--- config.mk ---
export PLATFORM = sky130hd
export DESIGN_NAME = io_subsystem
export DESIGN_NICKNAME = d
export VERILOG_FILES = /design/src/verilog/io_pkg.sv /design/src/verilog/rr_arbiter.sv /design/src/verilog/io_request_queue.sv /design/src/verilog/io_arbiter.sv /design/src/verilog/io_register_bank.sv /design/src/verilog/io_subsystem.sv
export VERILOG_INCLUDE_DIRS = /design/src /design/src/verilog
export SDC_FILE = /design/constraint.sdc
export NUM_CORES = 2
export LEC_CHECK = 0
export ABC_AREA = 1
export ABC_CLOCK_PERIOD_IN_PS = 19000
export BUFFER_PORTS_ARGS = -buffer_cell sky130_fd_sc_hd__buf_2
export CAP_MARGIN = 10
export CORE_UTILIZATION = 40
export DETAILED_ROUTE_END_ITERATION = 10
export RECOVER_POWER = 25
export SYNTH_ARGS = -nofsm -noshare
export SYNTH_HDL_FRONTEND = slang
export SYNTH_SLANG_ARGS = --single-unit
--- constraint.sdc ---
create_clock -name clk -period 19 [get_ports clk]
set_clock_uncertainty 0.2 [all_clocks]
set_input_delay 1.9 -clock clk [delete_from_list [all_inputs] [get_ports clk]]
set_output_delay 1.9 -clock clk [all_outputs]
set_load 0.005 [all_outputs]
--- src/verilog/io_defines.svh ---
// Sizing macros for the memory-mapped I/O request path
// Included by the package and by every module that sizes arrays by core or thread

`ifndef IO_DEFINES_SVH
`define IO_DEFINES_SVH

// Cores sharing the I/O arbiter
// Each one owns a request queue
`define NUM_CORES 2

// Hardware threads per core
// One pending I/O entry each
`define THREADS_PER_CORE 4

// Scratch registers in the bank
// Word addresses 0 to 15, byte addresses 0 to 63
`define NUM_IO_REGS 16

// Bits needed to name a core
// Keep consistent with NUM_CORES
`define CORE_ID_WIDTH 1

`endif

--- src/verilog/io_pkg.sv ---
// Shared types for the I/O request path and the one-hot helpers
// Compile before any module; modules import it in their body

`default_nettype none

`include "io_defines.svh"

package io_pkg;

	// Data and address word
	typedef logic [31:0] scalar_t;
	typedef logic [$clog2(`THREADS_PER_CORE)-1:0] thread_idx_t;
	typedef logic [`THREADS_PER_CORE-1:0] thread_bitmap_t;
	typedef logic [`CORE_ID_WIDTH-1:0] core_id_t;
	typedef logic [`NUM_CORES-1:0] core_bitmap_t;

	// Queue to arbiter
	typedef struct packed {
		logic valid;
		logic is_store;
		thread_idx_t thread_idx;
		scalar_t address;
		scalar_t value;
	} ioreq_packet_t;

	// Arbiter to register bank, tagged with source core
	typedef struct packed {
		ioreq_packet_t req;
		core_id_t core;
	} io_bus_request_t;

	// Bank response, broadcast to all cores
	typedef struct packed {
		logic valid;
		core_id_t core;
		thread_idx_t thread_idx;
		scalar_t read_value;
	} iorsp_packet_t;

	// One-hot to index, up to 32 inputs
	// Callers cast the result down to their own index type
	function automatic int unsigned oh_to_idx(input logic [31:0] one_hot);
		int unsigned index;
		index = 0;
		for (int i = 0; i < 32; i++)
		begin
			if (one_hot[i])
				index = index | unsigned'(i);
		end
		return index;
	endfunction

	// Index to one-hot, shift keeps the select width-clean
	function automatic logic [31:0] idx_to_oh(input int unsigned index);
		return 32'd1 << index;
	endfunction

endpackage

`default_nettype wire

--- src/verilog/rr_arbiter.sv ---
// Round-robin arbiter with a one-hot grant
// Priority pointer moves past each winner; used per core for threads and
// at the top for cores

`default_nettype none

module rr_arbiter
	#(parameter int NUM_REQUESTERS = 4)
	(
	input logic clk,
	input logic reset,
	input logic [NUM_REQUESTERS-1:0] request,
	output logic [NUM_REQUESTERS-1:0] grant_oh
	);

	// Pointer width, at least one bit
	localparam int PTR_WIDTH = NUM_REQUESTERS > 1 ? $clog2(NUM_REQUESTERS) : 1;

	// Requester with highest priority this cycle
	logic [PTR_WIDTH-1:0] priority_ptr;
	logic [PTR_WIDTH-1:0] next_ptr;
	logic grant_valid;

	// First pass scans from the pointer up
	// Second pass wraps around below it
	always_comb
	begin
		grant_oh = '0;
		grant_valid = 1'b0;
		next_ptr = priority_ptr;
		for (int pass = 0; pass < 2; pass++)
		begin
			for (int i = 0; i < NUM_REQUESTERS; i++)
			begin
				if (!grant_valid && request[i]
					&& ((pass == 0) == (i >= int'(priority_ptr))))
				begin
					grant_oh[i] = 1'b1;
					grant_valid = 1'b1;
					// Winner drops to lowest priority
					next_ptr = (i == NUM_REQUESTERS - 1) ? '0 : PTR_WIDTH'(i + 1);
				end
			end
		end
	end

	// Pointer only moves on a grant
	always_ff @(posedge clk, posedge reset)
	begin
		if (reset)
			priority_ptr <= '0;
		else if (grant_valid)
			priority_ptr <= next_ptr;
	end

endmodule

`default_nettype wire

--- src/verilog/io_request_queue.sv ---
// Per-core queue of non-cacheable I/O accesses
// First strobe from a thread records the access and rolls it back; the
// thread sleeps until the matching response wakes it, then its second
// strobe completes the access and returns the read value

`default_nettype none

`include "io_defines.svh"

module io_request_queue
	#(parameter io_pkg::core_id_t CORE_ID = '0)
	(
	input logic clk,
	input logic reset,

	// Dcache stage strobes
	input logic dd_io_write_en,
	input logic dd_io_read_en,
	input io_pkg::thread_idx_t dd_io_thread_idx,
	input io_pkg::scalar_t dd_io_addr,
	input io_pkg::scalar_t dd_io_write_value,

	// From io_arbiter
	input logic ia_ready,
	input io_pkg::iorsp_packet_t ia_response,

	// To io_arbiter
	output io_pkg::ioreq_packet_t ior_request,

	// To writeback and thread select
	output io_pkg::scalar_t ior_read_value,
	output logic ior_rollback_en,
	output io_pkg::thread_bitmap_t ior_wake_bitmap
	);

	import io_pkg::*;

	// Payload held while a thread waits
	typedef struct packed {
		logic is_store;
		scalar_t address;
		scalar_t value;
	} pending_payload_t;

	// Entry state, one bit per thread
	thread_bitmap_t entry_valid;
	thread_bitmap_t entry_sent;
	pending_payload_t entry_payload[`THREADS_PER_CORE];

	logic strobe;
	logic response_hit;
	logic send_fire;
	thread_bitmap_t strobe_oh;
	thread_bitmap_t record_oh;
	thread_bitmap_t response_oh;
	thread_bitmap_t send_request;
	thread_bitmap_t send_grant_oh;
	thread_bitmap_t sent_set;
	thread_idx_t send_grant_idx;

	// Decode the strobing thread
	assign strobe = dd_io_write_en || dd_io_read_en;
	assign strobe_oh = strobe ? thread_bitmap_t'(idx_to_oh(32'(dd_io_thread_idx))) : '0;

	// Strobe on an empty entry starts a new access
	assign record_oh = strobe_oh & ~entry_valid;

	// Responses for other cores are ignored
	assign response_hit = ia_response.valid && ia_response.core == CORE_ID;
	assign response_oh = response_hit
		? thread_bitmap_t'(idx_to_oh(32'(ia_response.thread_idx))) : '0;

	// Wake in the same cycle the response arrives
	assign ior_wake_bitmap = response_oh;

	// Only unsent entries compete
	assign send_request = entry_valid & ~entry_sent;

	rr_arbiter #(.NUM_REQUESTERS(`THREADS_PER_CORE)) send_arbiter (
		.clk(clk),
		.reset(reset),
		.request(send_request),
		.grant_oh(send_grant_oh)
	);

	assign send_grant_idx = thread_idx_t'(oh_to_idx(32'(send_grant_oh)));

	// Granted entry goes out to the arbiter
	assign ior_request = '{
		valid: |send_grant_oh,
		is_store: entry_payload[send_grant_idx].is_store,
		thread_idx: send_grant_idx,
		address: entry_payload[send_grant_idx].address,
		value: entry_payload[send_grant_idx].value
	};

	// Transfer happens only when the arbiter picks this core
	assign send_fire = ior_request.valid && ia_ready;
	assign sent_set = send_fire ? send_grant_oh : '0;

	// Strobe toggles valid between recorded and freed
	// New entries start unsent
	always_ff @(posedge clk, posedge reset)
	begin
		if (reset)
		begin
			entry_valid <= '0;
			entry_sent <= '0;
		end
		else
		begin
			entry_valid <= entry_valid ^ strobe_oh;
			entry_sent <= (entry_sent & ~record_oh) | sent_set;
		end
	end

	// Capture on record, response overwrites value
	// Store responses bring back zero
	always_ff @(posedge clk)
	begin
		for (int t = 0; t < `THREADS_PER_CORE; t++)
		begin
			if (record_oh[t])
			begin
				entry_payload[t] <= '{
					is_store: dd_io_write_en,
					address: dd_io_addr,
					value: dd_io_write_value
				};
			end
			else if (response_oh[t])
				entry_payload[t].value <= ia_response.read_value;
		end
	end

	// Rollback on initiating strobe only
	always_ff @(posedge clk, posedge reset)
	begin
		if (reset)
			ior_rollback_en <= 1'b0;
		else
			ior_rollback_en <= |record_oh;
	end

	// Value seen by writeback on the completing strobe
	always_ff @(posedge clk)
		ior_read_value <= entry_payload[dd_io_thread_idx].value;

endmodule

`default_nettype wire

--- src/verilog/io_arbiter.sv ---
// Shared arbiter between the per-core queues and the register bank
// Grants one valid core request per cycle, answers with a combinational
// ready bit, and registers the winner tagged with its core number

`default_nettype none

`include "io_defines.svh"

module io_arbiter (
	input logic clk,
	input logic reset,

	// From each core's request queue
	input io_pkg::ioreq_packet_t core_request[`NUM_CORES],
	output io_pkg::core_bitmap_t core_ready,

	// To the register bank
	output io_pkg::io_bus_request_t bus_request
	);

	import io_pkg::*;

	// Valid bits pulled out of the request structs
	core_bitmap_t core_valid;
	core_bitmap_t grant_oh;
	core_id_t grant_idx;

	// Registered bus request
	logic bus_valid;
	core_id_t bus_core;
	ioreq_packet_t bus_packet;

	always_comb
	begin
		for (int c = 0; c < `NUM_CORES; c++)
			core_valid[c] = core_request[c].valid;
	end

	rr_arbiter #(.NUM_REQUESTERS(`NUM_CORES)) core_arbiter (
		.clk(clk),
		.reset(reset),
		.request(core_valid),
		.grant_oh(grant_oh)
	);

	// Ready is the grant itself
	// Ungranted cores hold their request
	assign core_ready = grant_oh;
	assign grant_idx = core_id_t'(oh_to_idx(32'(grant_oh)));

	// Bus valid follows any grant
	always_ff @(posedge clk, posedge reset)
	begin
		if (reset)
			bus_valid <= 1'b0;
		else
			bus_valid <= |grant_oh;
	end

	// Winner's payload and core tag
	// Held when idle
	always_ff @(posedge clk)
	begin
		if (|grant_oh)
		begin
			bus_core <= grant_idx;
			bus_packet <= core_request[grant_idx];
		end
	end

	// Valid comes from the reset register, not the stale payload
	assign bus_request = '{
		req: '{
			valid: bus_valid,
			is_store: bus_packet.is_store,
			thread_idx: bus_packet.thread_idx,
			address: bus_packet.address,
			value: bus_packet.value
		},
		core: bus_core
	};

endmodule

`default_nettype wire

--- src/verilog/io_register_bank.sv ---
// Bank of memory-mapped scratch registers on the I/O bus
// Every request gets a response one cycle later; addresses above the
// bank read as zero and drop writes

`default_nettype none

`include "io_defines.svh"

module io_register_bank (
	input logic clk,
	input logic reset,
	input io_pkg::io_bus_request_t bus_request,
	output io_pkg::iorsp_packet_t response
	);

	import io_pkg::*;

	// Word index is the address above the byte offset
	localparam int REG_IDX_WIDTH = $clog2(`NUM_IO_REGS);

	typedef logic [REG_IDX_WIDTH-1:0] reg_idx_t;

	scalar_t io_regs[`NUM_IO_REGS];
	reg_idx_t reg_idx;
	logic mapped;

	// Response registers
	logic rsp_valid;
	core_id_t rsp_core;
	thread_idx_t rsp_thread_idx;
	scalar_t rsp_read_value;

	// Address bits 5 to 2 select the word
	assign reg_idx = bus_request.req.address[REG_IDX_WIDTH+1:2];
	// Any upper bit set means unmapped
	assign mapped = bus_request.req.address[$bits(scalar_t)-1:REG_IDX_WIDTH+2] == '0;

	// Stores to mapped words only
	always_ff @(posedge clk, posedge reset)
	begin
		if (reset)
		begin
			for (int i = 0; i < `NUM_IO_REGS; i++)
				io_regs[i] <= '0;
		end
		else if (bus_request.req.valid && bus_request.req.is_store && mapped)
			io_regs[reg_idx] <= bus_request.req.value;
	end

	// One response per request, never stalls
	always_ff @(posedge clk, posedge reset)
	begin
		if (reset)
			rsp_valid <= 1'b0;
		else
			rsp_valid <= bus_request.req.valid;
	end

	// Stores and unmapped loads answer zero
	always_ff @(posedge clk)
	begin
		if (bus_request.req.valid)
		begin
			rsp_core <= bus_request.core;
			rsp_thread_idx <= bus_request.req.thread_idx;
			if (bus_request.req.is_store || !mapped)
				rsp_read_value <= '0;
			else
				rsp_read_value <= io_regs[reg_idx];
		end
	end

	assign response = '{
		valid: rsp_valid,
		core: rsp_core,
		thread_idx: rsp_thread_idx,
		read_value: rsp_read_value
	};

endmodule

`default_nettype wire

--- src/verilog/io_subsystem.sv ---
// Top of the I/O request path
// One request queue per core feeds the shared arbiter and register bank;
// the bank response is broadcast back to every queue

`default_nettype none

`include "io_defines.svh"

module io_subsystem (
	input logic clk,
	input logic reset,

	// Per-core dcache stage inputs
	input io_pkg::core_bitmap_t dd_io_write_en,
	input io_pkg::core_bitmap_t dd_io_read_en,
	input io_pkg::thread_idx_t dd_io_thread_idx[`NUM_CORES],
	input io_pkg::scalar_t dd_io_addr[`NUM_CORES],
	input io_pkg::scalar_t dd_io_write_value[`NUM_CORES],

	// Per-core results
	output io_pkg::scalar_t ior_read_value[`NUM_CORES],
	output io_pkg::core_bitmap_t ior_rollback_en,
	output io_pkg::thread_bitmap_t ior_wake_bitmap[`NUM_CORES]
	);

	import io_pkg::*;

	// Queue to arbiter
	ioreq_packet_t core_request[`NUM_CORES];
	core_bitmap_t core_ready;

	// Arbiter to bank, bank back to all queues
	io_bus_request_t bus_request;
	iorsp_packet_t response;

	for (genvar core_idx = 0; core_idx < `NUM_CORES; core_idx++)
	begin : core_gen
		io_request_queue #(.CORE_ID(core_id_t'(core_idx))) request_queue (
			.clk(clk),
			.reset(reset),
			.dd_io_write_en(dd_io_write_en[core_idx]),
			.dd_io_read_en(dd_io_read_en[core_idx]),
			.dd_io_thread_idx(dd_io_thread_idx[core_idx]),
			.dd_io_addr(dd_io_addr[core_idx]),
			.dd_io_write_value(dd_io_write_value[core_idx]),
			.ia_ready(core_ready[core_idx]),
			.ia_response(response),
			.ior_request(core_request[core_idx]),
			.ior_read_value(ior_read_value[core_idx]),
			.ior_rollback_en(ior_rollback_en[core_idx]),
			.ior_wake_bitmap(ior_wake_bitmap[core_idx])
		);
	end

	io_arbiter arbiter (
		.clk(clk),
		.reset(reset),
		.core_request(core_request),
		.core_ready(core_ready),
		.bus_request(bus_request)
	);

	io_register_bank register_bank (
		.clk(clk),
		.reset(reset),
		.bus_request(bus_request),
		.response(response)
	);

endmodule

`default_nettype wire

=== After elaboration in Yosys (flattened, before gate mapping) ===
Memory sizes are Yosys's and may differ from the RTL's. A register that Yosys moved wholly into a read port is not among the register bits.
Cells that the tools add are included.

* Memories kept: 2
* RAM bits: 520
* Output and inout port bits: 74
* Bits in registers: 640
* Input bits: 138

* Reduce and logical (&&, ||, !) cells: 65
* Bitwise gates (word level): 34
* Mux-type cells: 118
* $lt $le $gt $ge: 10
* Shift-type cells: 3

{| class="wikitable"
|+ Memory list
! memory !! words !! bits a word !! rd ports !! clocked after Yosys merged registers in !! write ports !! RTL line !! text
|-
| core_gen[0].request_queue.entry_payload || 4 || 65 || 2 || 1 || 4 || io_request_queue.sv:48 || <nowiki>pending_payload_t entry_payload[`THREADS_PER_CORE];</nowiki>
|-
| core_gen[1].request_queue.entry_payload || 4 || 65 || 2 || 1 || 4 || io_request_queue.sv:48 ||
|}

{| class="wikitable"
|+ Operator list
! operator !! number
|-
| 512-bit bitwise mux || 1
|-
| 32-bit 2-to-1 mux || 11
|-
| 67-bit 2-to-1 mux || 3
|-
| 32-bit binary-select mux with 4-bit select || 1
|-
| 32-bit demux with 4-bit select || 1
|-
| 1-bit 2-to-1 mux || 77
|-
| 2-bit 2-to-1 mux || 18
|-
| 1-bit logical AND || 35
|-
| 26-bit logical NOT || 1
|-
| 4-bit AND || 6
|-
| 4-bit 2-to-1 mux || 6
|-
| 4-bit inverter || 6
|-
| 4-bit OR reduction || 4
|-
| 1-bit logical NOT || 15
|-
| 7-bit nonzero test || 2
|-
| 1-bit by 2-bit left shift with 4-bit output, first input constant || 3
|-
| 1-bit by 2-bit greater-or-equal comparator with 1-bit output, first input constant || 4
|-
| 1-bit inverter || 8
|-
| 1-bit bitwise OR || 8
|-
| 4-bit bitwise OR || 2
|-
| 4-bit XOR || 2
|-
| 2-bit AND reduction || 3
|-
| 5-bit greater-or-equal comparator, second input constant || 1
|-
| 5-bit by 1-bit < comparator with 1-bit output, second input constant || 1
|-
| other kinds (8) || 11
|}

=== Depth between registers and ports, before layout ===
* Depth after elaboration: 40
* Depth in mapped cells: 15

=== Cells and area by module ===
A second synthesis with hierarchy kept.

* Cells, all modules: 7496
* Area, all modules: 60631.9 sq um

{| class="wikitable"
|+ By module, submodules not included
! module !! cells each !! seq. area each (sq um) !! area each (sq um) !! times used
|-
| io_register_bank || 3635 || 13888.3 || 27566.4 || 1
|-
| io_request_queue at core_gen[0].request_queue || 1731 || 8673.3 || 14796.7 || 1
|-
| io_request_queue at core_gen[1].request_queue || 1748 || 8673.3 || 14786.7 || 1
|-
| io_arbiter || 290 || 2067.0 || 2959.1 || 1
|-
| rr_arbiter at core_gen[0].request_queue.send_arbiter ... || 40 || 50.0 || 227.7 || 2
|-
| rr_arbiter at arbiter.core_arbiter || 12 || 25.0 || 67.6 || 1
|}

=== Least setup slack after synthesis ===
OpenSTA, ideal clock, no wires.

* Kind: input to register
* Start: input port dd_io_thread_idx[3] (netlist name)
* End: memory core_gen[0].request_queue.entry_payload[3][0] (netlist name), enable pin
* Path slack: 13296 ps
* Data arrival time: 5039 ps
* Cell stages on the path: 8
* Cell sequence: clkbuf_1 -> clkbuf_1 -> clkbuf_1 -> nand2_1 -> nor2_1 -> ha_1 -> inv_1 -> o21ai_0

{| class="wikitable"
|+ RTL lines
! what !! RTL line !! text
|-
| start, declared || io_subsystem.sv:16 || <nowiki>input io_pkg::thread_idx_t dd_io_thread_idx[`NUM_CORES],</nowiki>
|-
| end, declared || io_request_queue.sv:48 ||
|}

=== Final worst setup path ===
* Start: register arbiter.bus_packet, in the netlist arbiter.bus_request[36]
* End: register register_bank.rsp_read_value[25] (data pin)

* Word-level cells in the longest chain between the ends: 4

{| class="wikitable"
|+ Ends and longest elaborated chain
! what !! RTL line !! text
|-
| start, declared || io_arbiter.sv:31 || <nowiki>ioreq_packet_t bus_packet;</nowiki>
|-
| start signal, assigned || io_arbiter.sv:67 || <nowiki>bus_packet <= core_request[grant_idx];</nowiki>
|-
| 4-bit inverter with 5-bit output (not written as such) || io_register_bank.sv:69 || <nowiki>rsp_read_value <= io_regs[reg_idx];</nowiki>
|-
| 32-bit binary-select mux with 4-bit select || io_register_bank.sv:69 ||
|-
| 32-bit 2-to-1 mux (not written as such) (2 in series) || io_register_bank.sv:69 ||
|-
| end signal, assigned || io_register_bank.sv:69 ||
|-
| end, declared || io_register_bank.sv:31 || <nowiki>scalar_t rsp_read_value;</nowiki>
|}

Every way passes these cells. The select of a mux whose other input is x is not followed.
A chain may end at the register's enable or synchronous reset.

==> reports/results.txt <==
Worst IR drop on VDD: 0.000169 V
Cells after synthesis: 5,714
Avg Cell Area, Syn: 9.37 sq um
Count of final setup violators: 0
Total number of vias: 42,000
FP Rows: 133
Setup Buffers After CTS: 0
CTS root buf: clkbuf_16
Gpl congestion: 0.828
Slew @ Worst Pin: 8.09 ns
TritonCTS clock tree: yes
First-pass GRT wire length: 245 mm
Total GRT Usage: 23.7%
Synth Area in Adders: 0.187%
Mux contribution to synthesized area: 0%
Simple-Gate Fraction of Synth Area: 22.2%
Slew Viols, Final: 846
Total Wirelength: 162 mm
Failing checks: capacitance limit, slew limit
Yosys top cell by area: edfxtp_1
Worst setup EP type: flip-flop
Initial antenna violation count: 20
Compound-Gate Fraction of Synth Area: 11.5%
Vias per cell: 5.56
Util after Layout: 45.1%
Post-synth top area share: 33.9%
Reg power frac: 35.8%
Final worst path period share: 51.7%
DP Worst Slack: 13.35 ns
Design area: 59,600 sq um
Top post-synthesis cells by area: edfxtp_1 (34%), dfrtp_1 (25%), nand2_1 (13%)
Post-DR wirelength/cell: 21.5 um
Register area share after synthesis: 61.4%
Initial Utilization: 40.5%
Power Dens Cells: 166 nW/um^2
CTS H-tree lvls: 4
I/O pins: 212
First-pass iteration count of the detailed router: 8
Synthesis-stage register bit count: 1,206
Syn Nets: 5,860
Sequential cell area: 32,900 sq um
Total die area: 135,000 sq um
RSZ-0062 raised after global routing: no
Post-route ant nets: 0
Max Buffers Root-to-Sink: 3
PortBufs: 207
CTS Buf Count: 130
Worst setup path endpoint: register_bank.rsp_read_value[25]$_SDFFCE_PP0P_
Number of synthesized flops with an enable pin: 605
Die Span Y: 368 um
Final #Nets: 5,827
Switch share: 42.4%
Period minus WS final: 9.82 ns
Internal power component: 5.69 mW
WP data required: 19.34 ns
Clock transition at path regs: 0.06 ns
Number of remaining DRC errors: 0
Xor and xnor area share after synthesis: 0%
Cell with the most instances after synthesis: nand2_1
Worst r2r path cells: 7
CTS sink count: 1,206
Resize count post-CTS: 0
Number of DRC markers in iteration 0: 5,100
Distinct cell type count after synthesis: 35
F_max: 0.102 GHz
Grt ovf: 0
Layout cells sized above 1: 8.41%
Relative slew slack: -440%
Area occupied by multi-input gates: 18,300 sq um
Synthesis Warnings: 0
Final Hold Viols: 0
CP startpoint: arbiter.bus_request[36]$_DFFE_PP_
Fill cells: 12,600
Switch Pwr: 4.19 mW
Core Footprint: 132,000 sq um
Reg2reg end: register_bank.rsp_read_value[25]$_SDFFCE_PP0P_
Cell Count, Final, Fillers Out: 7,545
Placed Cells: 7,304
Vias in the first global route: 40,100
Placed Area: 55,500 sq um
Setup ws final: 9.18 ns
CP startpoint kind: flip-flop
Hold WC Path Type: flip-flop to flip-flop
WS Path Type: flip-flop to flip-flop
Reg2reg setup slack: 9.18 ns
Clock latency on the worst-skew pair: 0.77 ns
Ys flop type: edfxtp_1
Ys async rst share: 44.5%
Clock share of power: 25.7%
Combinational power share: 38.5%
DP Wirelength: 89.5 mm
Synth Cell Area: 53,500 sq um
Max-cap violations: 15
Cell leakage power: 24.7 nW
CP Max Fanout: 128
Die Wd: 368 um
Pin count of the biggest net entering global routing: 183
Setup TNS: 0 ns
Layout Area Growth over Synthesis: 11.3%
Hold depth: 0
Outcome: complete, but fails checks
Largest family of logic cells by synthesized area: simple AND/OR/NAND/NOR gates
Most common library cells after synthesis: nand2_1 (1,910), nand3_1 (722), edfxtp_1 (605)
Data arrival, critical path: 10.17 ns
CTS Hold Bufs: 0
Worst flop-to-flop path startpoint: arbiter.bus_request[36]$_DFFE_PP_
-- power by group through the flow --
stage,Sequential [mW],Clock (mW),Combinational (mW)
2_1_floorplan,3.52,0,2.51
3_3_place_gp,3.57,0,3.74
3_5_place_dp,3.58,0,3.77
4_1_cts,3.53,2.58,3.79
5_1_grt,3.56,2.68,4.19
6_report,3.53,2.54,3.80
-- through the flow --
| stage | power, mW | hold WS, ns |
|---|---|---|
| 6_report | 9.87 | 0.205 |
| 5_1_grt | 10.4 | 0.218 |
| 4_1_cts | 9.89 | 0.209 |
| 3_5_place_dp | 7.35 | 0.206 |
| 3_3_place_gp | 7.30 | 0.202 |
| 2_1_floorplan | 6.02 | 0.200 |
-- worst max-delay path, stage by stage, from the launching register on --
cell and delay (ns):
edfxtp_1 0.37, clkbuf_1 1.42, nor2_4 0.49, clkbuf_1 5.64, a22oi_1 0.42, a31oi_1 0.51, nor3_1 0.11, a21oi_1 0.33
-- registers in the layout (all words and copies together) (netlist names) --
signal / cells
register_bank.rsp_thread_idx: 2
arbiter.bus_request: 65
register_bank.io_regs: 512
core_gen.request_queue.entry_sent: 8
core_gen.request_queue.ior_read_value: 64
register_bank.rsp_core: 1
core_gen.request_queue.entry_payload: 504
arbiter.bus_core: 1
register_bank.rsp_read_value: 32
core_gen.request_queue.entry_valid: 8
core_gen.request_queue.send_arbiter.priority_ptr: 4
register_bank.rsp_valid: 1
core_gen.request_queue.ior_rollback_en: 2
arbiter.core_arbiter.priority_ptr: 1
arbiter.bus_valid: 1
-- cell usage in the layout, fill, tap and decap left out, types with 3 or more instances in the layout --
cell type and count:
nor3_1 24, inv_1 118, buf_12 3, o21ai_1 230
a21oi_1 18, buf_4 56, a22oi_1 192, nand3_2 10
dfxtp_1 64, nand2_2 10, clkinv_8 4, bufinv_16 8
diode_2 8, ha_1 5, clkbuf_8 17, buf_2 144
nand2_1 1900, o21ai_0 547, o22ai_1 4, nor2_2 6
clkbuf_1 116, nor2_4 6, nand4_1 8, clkbuf_16 135
nand3_1 722, inv_6 3, a31oi_1 112, dfrtp_1 536
clkinv_2 16, or2_2 36, inv_2 5, nand3_4 9
nor2_1 77, edfxtp_1 605, clkinv_1 13, nor4_1 5
-- worst min-delay path by stage --
stage,slack (ns),startpoint,endpoint
floorplan,0.20,arbiter.bus_core$_DFFE_PP_,register_bank.rsp_core$_DFFE_PP_
finish,0.20,arbiter.bus_request[65]$_DFFE_PP_,register_bank.rsp_thread_idx[0]$_DFFE_PP_
global route,0.22,arbiter.bus_request[65]$_DFFE_PP_,register_bank.rsp_thread_idx[0]$_DFFE_PP_
global placement,0.20,arbiter.bus_request[65]$_DFFE_PP_,register_bank.rsp_thread_idx[0]$_DFFE_PP_
detailed placement,0.21,arbiter.bus_core$_DFFE_PP_,register_bank.rsp_core$_DFFE_PP_
CTS,0.21,arbiter.bus_request[65]$_DFFE_PP_,register_bank.rsp_thread_idx[0]$_DFFE_PP_
-- metal layers --
layer,vias to the layer above,track usage (%),routed length (um)
met5,-,0,108
met4,16,10.4,6330
met3,339,4.02,13500
met2,1797,37.1,74400
met1,20200,32.3,67800
li1,19600,-,-
-- cell families after synthesis --
group / count (synthesis)
compound gates: 1105
fa+ha+maj: 8
buf+inv: 576
flops: 1206
simple gates: 2819
-- area by class of cell --
class	count	share of cell area (%)
multi-input cells	3932	30.6
flip-flops and latches	1206	55.2
clock inverters	41	0.817
repair buffers	279	2.49
diodes	8	0.0336
inverters	132	0.842
well taps	1755	3.68
clock buffers	192	6.31
(Power assumes the default switching activity.)
